## config.mk

```make
export PLATFORM = sky130hd
export DESIGN_NAME = ls_unit
export DESIGN_NICKNAME = d
export VERILOG_FILES = /design/src/verilog/rv_isa_pkg.sv /design/src/verilog/ls_unit.sv
export VERILOG_INCLUDE_DIRS = /design/src /design/src/include
export SDC_FILE = /design/constraint.sdc
export NUM_CORES = 1
export LEC_CHECK = 0
export ABC_AREA = 1
export BUFFER_PORTS_ARGS = -buffer_cell sky130_fd_sc_hd__buf_2
export CAP_MARGIN = 20
export CORE_AREA = 2 2 185 187
export DETAILED_ROUTE_END_ITERATION = 8
export DIE_AREA = 0 0 187 189
export PLACE_DENSITY = 0.4
export SLEW_MARGIN = 10
export SYNTH_ARGS = -nofsm -noshare
export SYNTH_HDL_FRONTEND = slang
export SYNTH_SLANG_ARGS = --single-unit
export TNS_END_PERCENT = 1
```

## constraint.sdc

```tcl
create_clock -name vclk -period 1.95
set_input_delay 0.39 -clock vclk [all_inputs]
set_output_delay 0.39 -clock vclk [all_outputs]
set_load 0.02 [all_outputs]
```

## src/include/mem_consts.svh

```systemverilog
// widths and memory depth shared by the packages and the memory-stage RTL
// include before any package or module that uses these macros
`ifndef MEM_CONSTS_SVH
`define MEM_CONSTS_SVH

// data and address width of the RV64 datapath
`define XLEN 64

// destination register index width
`define REG_IDX_W 5

// log2 of the number of 64-bit data memory words
`define DMEM_AW 8

`endif

```

## src/verilog/rv_isa_pkg.sv

```systemverilog
// ISA-level types for the memory-access stage: data words, register indices
// and the load/store control word from decode
`include "mem_consts.svh"

package rv_isa_pkg;

  typedef logic [`XLEN-1:0] xlen_t;
  typedef logic [`REG_IDX_W-1:0] reg_idx_t;

  // one enable bit per byte lane of a data word
  typedef logic [`XLEN/8-1:0] byte_mask_t;

  // load/store control word with load in bit 0 and double in bit 6
  typedef struct packed {
    logic is_double;
    logic is_word;
    logic is_half;
    logic is_byte;
    logic is_unsigned;
    logic is_store;
    logic is_load;
  } ls_info_t;

  // unshifted byte enable for the access size
  function automatic byte_mask_t ls_size_mask(input ls_info_t info);
    byte_mask_t mask;
    mask = '0;
    if (info.is_byte) begin
      mask = byte_mask_t'(8'h01);
    end else if (info.is_half) begin
      mask = byte_mask_t'(8'h03);
    end else if (info.is_word) begin
      mask = byte_mask_t'(8'h0f);
    end else if (info.is_double) begin
      mask = '1;
    end
    return mask;
  endfunction

endpackage
```

## src/verilog/ls_unit.sv

```systemverilog
// combinational load/store unit of the memory stage
// builds store mask and data, aligns and extends load data, passes ALU results
`include "mem_consts.svh"

module ls_unit (
  input  logic                  valid_i,
  input  logic                  rd_wr_en_i,
  input  rv_isa_pkg::reg_idx_t  rd_idx_i,
  input  rv_isa_pkg::xlen_t     alu_res_i,
  input  rv_isa_pkg::ls_info_t  ls_info_i,
  input  rv_isa_pkg::xlen_t     rs2_store_i,
  input  rv_isa_pkg::xlen_t     mem_rdata_i,

  output logic                  rd_wr_en_o,
  output rv_isa_pkg::reg_idx_t  rd_idx_o,
  output rv_isa_pkg::xlen_t     rd_data_o,

  output logic                  mem_ren_o,
  output rv_isa_pkg::xlen_t     mem_raddr_o,
  output logic                  mem_wen_o,
  output rv_isa_pkg::xlen_t     mem_waddr_o,
  output rv_isa_pkg::byte_mask_t mem_wmask_o,
  output rv_isa_pkg::xlen_t     mem_wdata_o
);

  import rv_isa_pkg::*;

  logic       ls_load;
  logic       ls_store;
  logic [2:0] offset;
  logic [5:0] bit_shift;
  logic [3:0] size_bits;
  logic       misaligned;
  xlen_t      lane_data;
  xlen_t      load_data;

  // only a valid item may touch memory
  assign ls_load  = valid_i & ls_info_i.is_load;
  assign ls_store = valid_i & ls_info_i.is_store;

  assign offset    = alu_res_i[2:0];
  assign bit_shift = {offset, 3'b000};

  assign size_bits = {ls_info_i.is_double, ls_info_i.is_word,
                      ls_info_i.is_half, ls_info_i.is_byte};

  assign misaligned = (ls_info_i.is_half   & offset[0])
                    | (ls_info_i.is_word   & (|offset[1:0]))
                    | (ls_info_i.is_double & (|offset));

  // store mask and data move to the addressed lane
  assign mem_wen_o   = ls_store;
  assign mem_waddr_o = ls_store ? alu_res_i : '0;
  assign mem_wmask_o = ls_store ? (ls_size_mask(ls_info_i) << offset) : '0;
  assign mem_wdata_o = ls_store ? (rs2_store_i << bit_shift) : '0;

  // load side
  assign mem_ren_o   = ls_load;
  assign mem_raddr_o = ls_load ? alu_res_i : '0;

  // bring the addressed byte down to lane 0
  assign lane_data = mem_rdata_i >> bit_shift;

  always_comb begin
    load_data = lane_data;
    if (ls_info_i.is_byte) begin
      load_data = ls_info_i.is_unsigned ?
                  {{(`XLEN-8){1'b0}}, lane_data[7:0]} :
                  {{(`XLEN-8){lane_data[7]}}, lane_data[7:0]};
    end else if (ls_info_i.is_half) begin
      load_data = ls_info_i.is_unsigned ?
                  {{(`XLEN-16){1'b0}}, lane_data[15:0]} :
                  {{(`XLEN-16){lane_data[15]}}, lane_data[15:0]};
    end else if (ls_info_i.is_word) begin
      load_data = ls_info_i.is_unsigned ?
                  {{(`XLEN-32){1'b0}}, lane_data[31:0]} :
                  {{(`XLEN-32){lane_data[31]}}, lane_data[31:0]};
    end
  end

  assign rd_wr_en_o = valid_i & rd_wr_en_i;
  assign rd_idx_o   = rd_idx_i;
  assign rd_data_o  = ls_load ? load_data : alu_res_i;

  // decode sanity on every valid item
  always_comb begin
    if (valid_i) begin
      assert (!(ls_info_i.is_load && ls_info_i.is_store))
        else $error("ls_unit: load and store set together");
      if (ls_info_i.is_load || ls_info_i.is_store) begin
        assert ($onehot(size_bits))
          else $error("ls_unit: size bits %b not one-hot", size_bits);
        // misaligned accesses are not split, only reported
        assert (!misaligned)
          else $error("ls_unit: misaligned access at %h", alu_res_i);
      end
    end
  end

endmodule

```

==> flow_summary.json <==
{
  "num_rows": 67,
  "clkPwrFrac": 0,
  "timing.final.ws_setup_ns": -0.192,
  "first_global_vias": 10200,
  "cap_viol_max_count": 0,
  "io-pin-count": 478,
  "grt.total_usage": 0.229,
  "power.share.sequential": 0,
  "setup-tns-final_ns": -9.41,
  "post-route-drc-count": 0,
  "slew_viol_final": 0,
  "grt_antenna_before_repair": 18,
  "synth_warnings": 0,
  "p_leak_uw": 0.00630,
  "total_power_uw": 3230,
  "cp.required_ns": 1.56,
  "power_switching_uw": 1900,
  "setup_viol": 105,
  "criticalPathCategory": "input port to primary output",
  "timing.hold.worst.start": "rd_idx_i[0]",
  "final-seq-area_sq_um": 0,
  "multi_input_area_sq_mm": 0.00554,
  "critical-path-top-cell-by-count": "buf_4",
  "power_density_of_the_placed_cells_mw_per_mm2": 285,
  "dp_slack_ns": -0.482,
  "drtPass1Iterations": 8,
  "seq_area_frac_synth": 0,
  "finalHoldViolCount": 0,
  "layout-area-overhead-vs-synth_pct": 97.2,
  "worstSetupStartpoint": "alu_res_i[0]",
  "timing.max_slew.rel_slack": 0.679,
  "fp.dieW_um": 187,
  "timing.fmax_mhz": 467,
  "final_antenna_net_count": 0,
  "depth_of_the_worst_hold_timing_path": 0,
  "place_congestion": 0.892,
  "violations": "negative setup slack",
  "wl_mm": 43.7,
  "dp.final_hpwl_mm": 35.3,
  "run_status": "finished with violations",
  "min_path_type": "input port to primary output",
  "power_report.internal_total_uw": 1330,
  "post_layout_utilization_of_the_core": 0.340,
  "fill_cell_total_of_the_finished_layout": 3904,
  "crit_chain": "buf_16 > buf_6 > or2_2 > o21ai_2 > nand2_1 > buf_4 > nand3_1 > o211ai_1 > buf_4",
  "switching_share": 0.589,
  "grt_max_degree": 75,
  "setup.worst_path.end_class": "primary output",
  "drt_iter0_drc": 449,
  "min_period_over_period": 1.10,
  "wl_per_cell_um": 19.5,
  "synthesis.instances": 1266,
  "post_drt_via_cell_ratio": 4.67,
  "power.combinational.fraction": 1.000,
  "floorplan.initialDensity": 0.172,
  "grt_overflow": 0,
  "clk_buf_instances": 0,
  "die-area_sq_mm": 0.0353,
  "cpPeakStageDelay_ns": 0.31,
  "grt_first_pass_wirelength_mm": 62.8,
  "syn_area_per_cell_sq_um": 4.53,
  "non_filler_cells_in_the_finished_layout": 2235,
  "synth_cell_type_count": 32,
  "timing.hold.worst_endpoint": "rd_idx_o[0]",
  "port-buffer-count": 468,
  "core_region_area_sq_mm": 0.0333,
  "max_slew.worst_pin.slew_ns": 0.481,
  "synthesis.nets": 1472,
  "worst_setup_path_start_kind": "input port",
  "synth.cell_area_sq_mm": 0.00574,
  "routed-via-count": 10400,
  "placedCellCount": 2207,
  "critPathMaxFanout": 15,
  "dieHeight_um": 189,
  "design.seq.count": 0,
  "timing.final.crit_period_ns": 2.14,
  "vdd_drop_max_v": 0.000101,
  "timing.critical_path.slowest_stage_cell": "or2_2",
  "timing.critical_path.arrival_ns": 1.75,
  "grt_setup_unrepaired": "yes",
  "post_route_cells_drive_above_1_share": 0.481,
  "final_net_count": 1989
}
Yosys cell counts (2+ instances only):
library cell	number	area share
a21oi_1	23	0.020
a21oi_2	30	0.046
a22oi_1	6	0.0078
and2_1	3	0.0033
buf_1	17	0.011
buf_2	37	0.032
buf_4	15	0.020
buf_6	8	0.016
clkbuf_1	35	0.023
inv_1	107	0.070
inv_2	3	0.0020
inv_4	2	0.0022
mux2i_1	17	0.030
nand2_1	465	0.30
nand2_2	3	0.0033
nand3_1	115	0.10
nand4_1	10	0.011
nor2_1	209	0.14
o211ai_1	19	0.025
o21ai_0	84	0.073
o21ai_1	13	0.011
o221ai_1	2	0.0031
o22ai_1	31	0.034
or2_2	4	0.0044
through the flow:
step,hold slack (ns),cell area [sq um]
floorplan,0.893,5800
global placement,0.780,9410
detailed placement,0.780,9410
CTS,0.780,10400
global route,0.780,11300
finish,0.780,11300
critical path: cells and delay by family:
family                 cells  cell delay [ns]
AND/OR/NAND/NOR            3             0.50
AO/OA/AOI/OAI              2             0.23
buffers and inverters      4             0.62
power groups by stage:
stage | sequential (uW) | clock, uW | combinational, uW
final | 0 | 0.000416 | 3230
after global routing | 0 | 0.000276 | 3470
after floorplan | 0 | 0 | 1500
after global placement | 0 | 0 | 2640
after detailed placement | 0 | 0 | 2640
after CTS | 0 | 0 | 2970
repair_timing:
action	in CTS	in global routing
cloned	8	7
resized for setup	283	199
pin swaps	25	40
hold endpoints to repair	0	0
hold buffers	0	0
buffers inserted	1	6
endpoints found under the setup margin	169	134
cell families after synthesis:
family / share of synthesized area
buf+inv: 0.176
mux: 0.0296
compound gates: 0.225
simple gates: 0.569
cell type report:
class,instances,area share
Antenna cell,6,0.00133
Inverter,113,0.0421
Tap cell,448,0.0495
Multi-Input combinational cell,1041,0.489
Timing Repair Buffer,627,0.418
cells in the final DEF (no fill, tap or decap), types with 4 or more instances in the layout:
cell type	instances
mux2i_4	4
nand3_2	23
nand3_4	4
a22oi_2	4
buf_4	176
o22ai_1	15
buf_12	24
diode_2	6
a21oi_1	18
buf_8	5
mux2i_2	5
nand2_1	409
buf_16	12
nand4_1	10
inv_2	5
a21oi_2	35
o21ai_2	27
inv_1	103
buf_2	351
nand3_1	90
clkbuf_16	6
nand2_4	5
nor2_2	24
o21ai_4	4
o21ai_0	24
nand2_2	52
mux2i_1	8
o22ai_2	16
o21ai_1	42
o211ai_1	19
nor2_1	183
buf_6	51
layer usage:
layer,track usage,share of wire,vias to the layer above
met5,0,0.0015,-
li1,-,-,5097
met3,0.0434,0.067,74
met4,0.0614,0.029,10
met2,0.451,0.53,424
met1,0.247,0.37,4837
worst max-delay path by stage:
stage / to / slack (ns) / cells past startpoint
CTS: rd_data_o[38] / -0.19 / 10
finish: rd_data_o[0] / -0.19 / 9
global placement: rd_data_o[63] / -0.46 / 10
floorplan: mem_wdata_o[48] / -0.09 / 5
global route: rd_data_o[28] / -0.25 / 12
detailed placement: rd_data_o[63] / -0.48 / 10
Note: power is estimated with default switching activity, not from simulation.
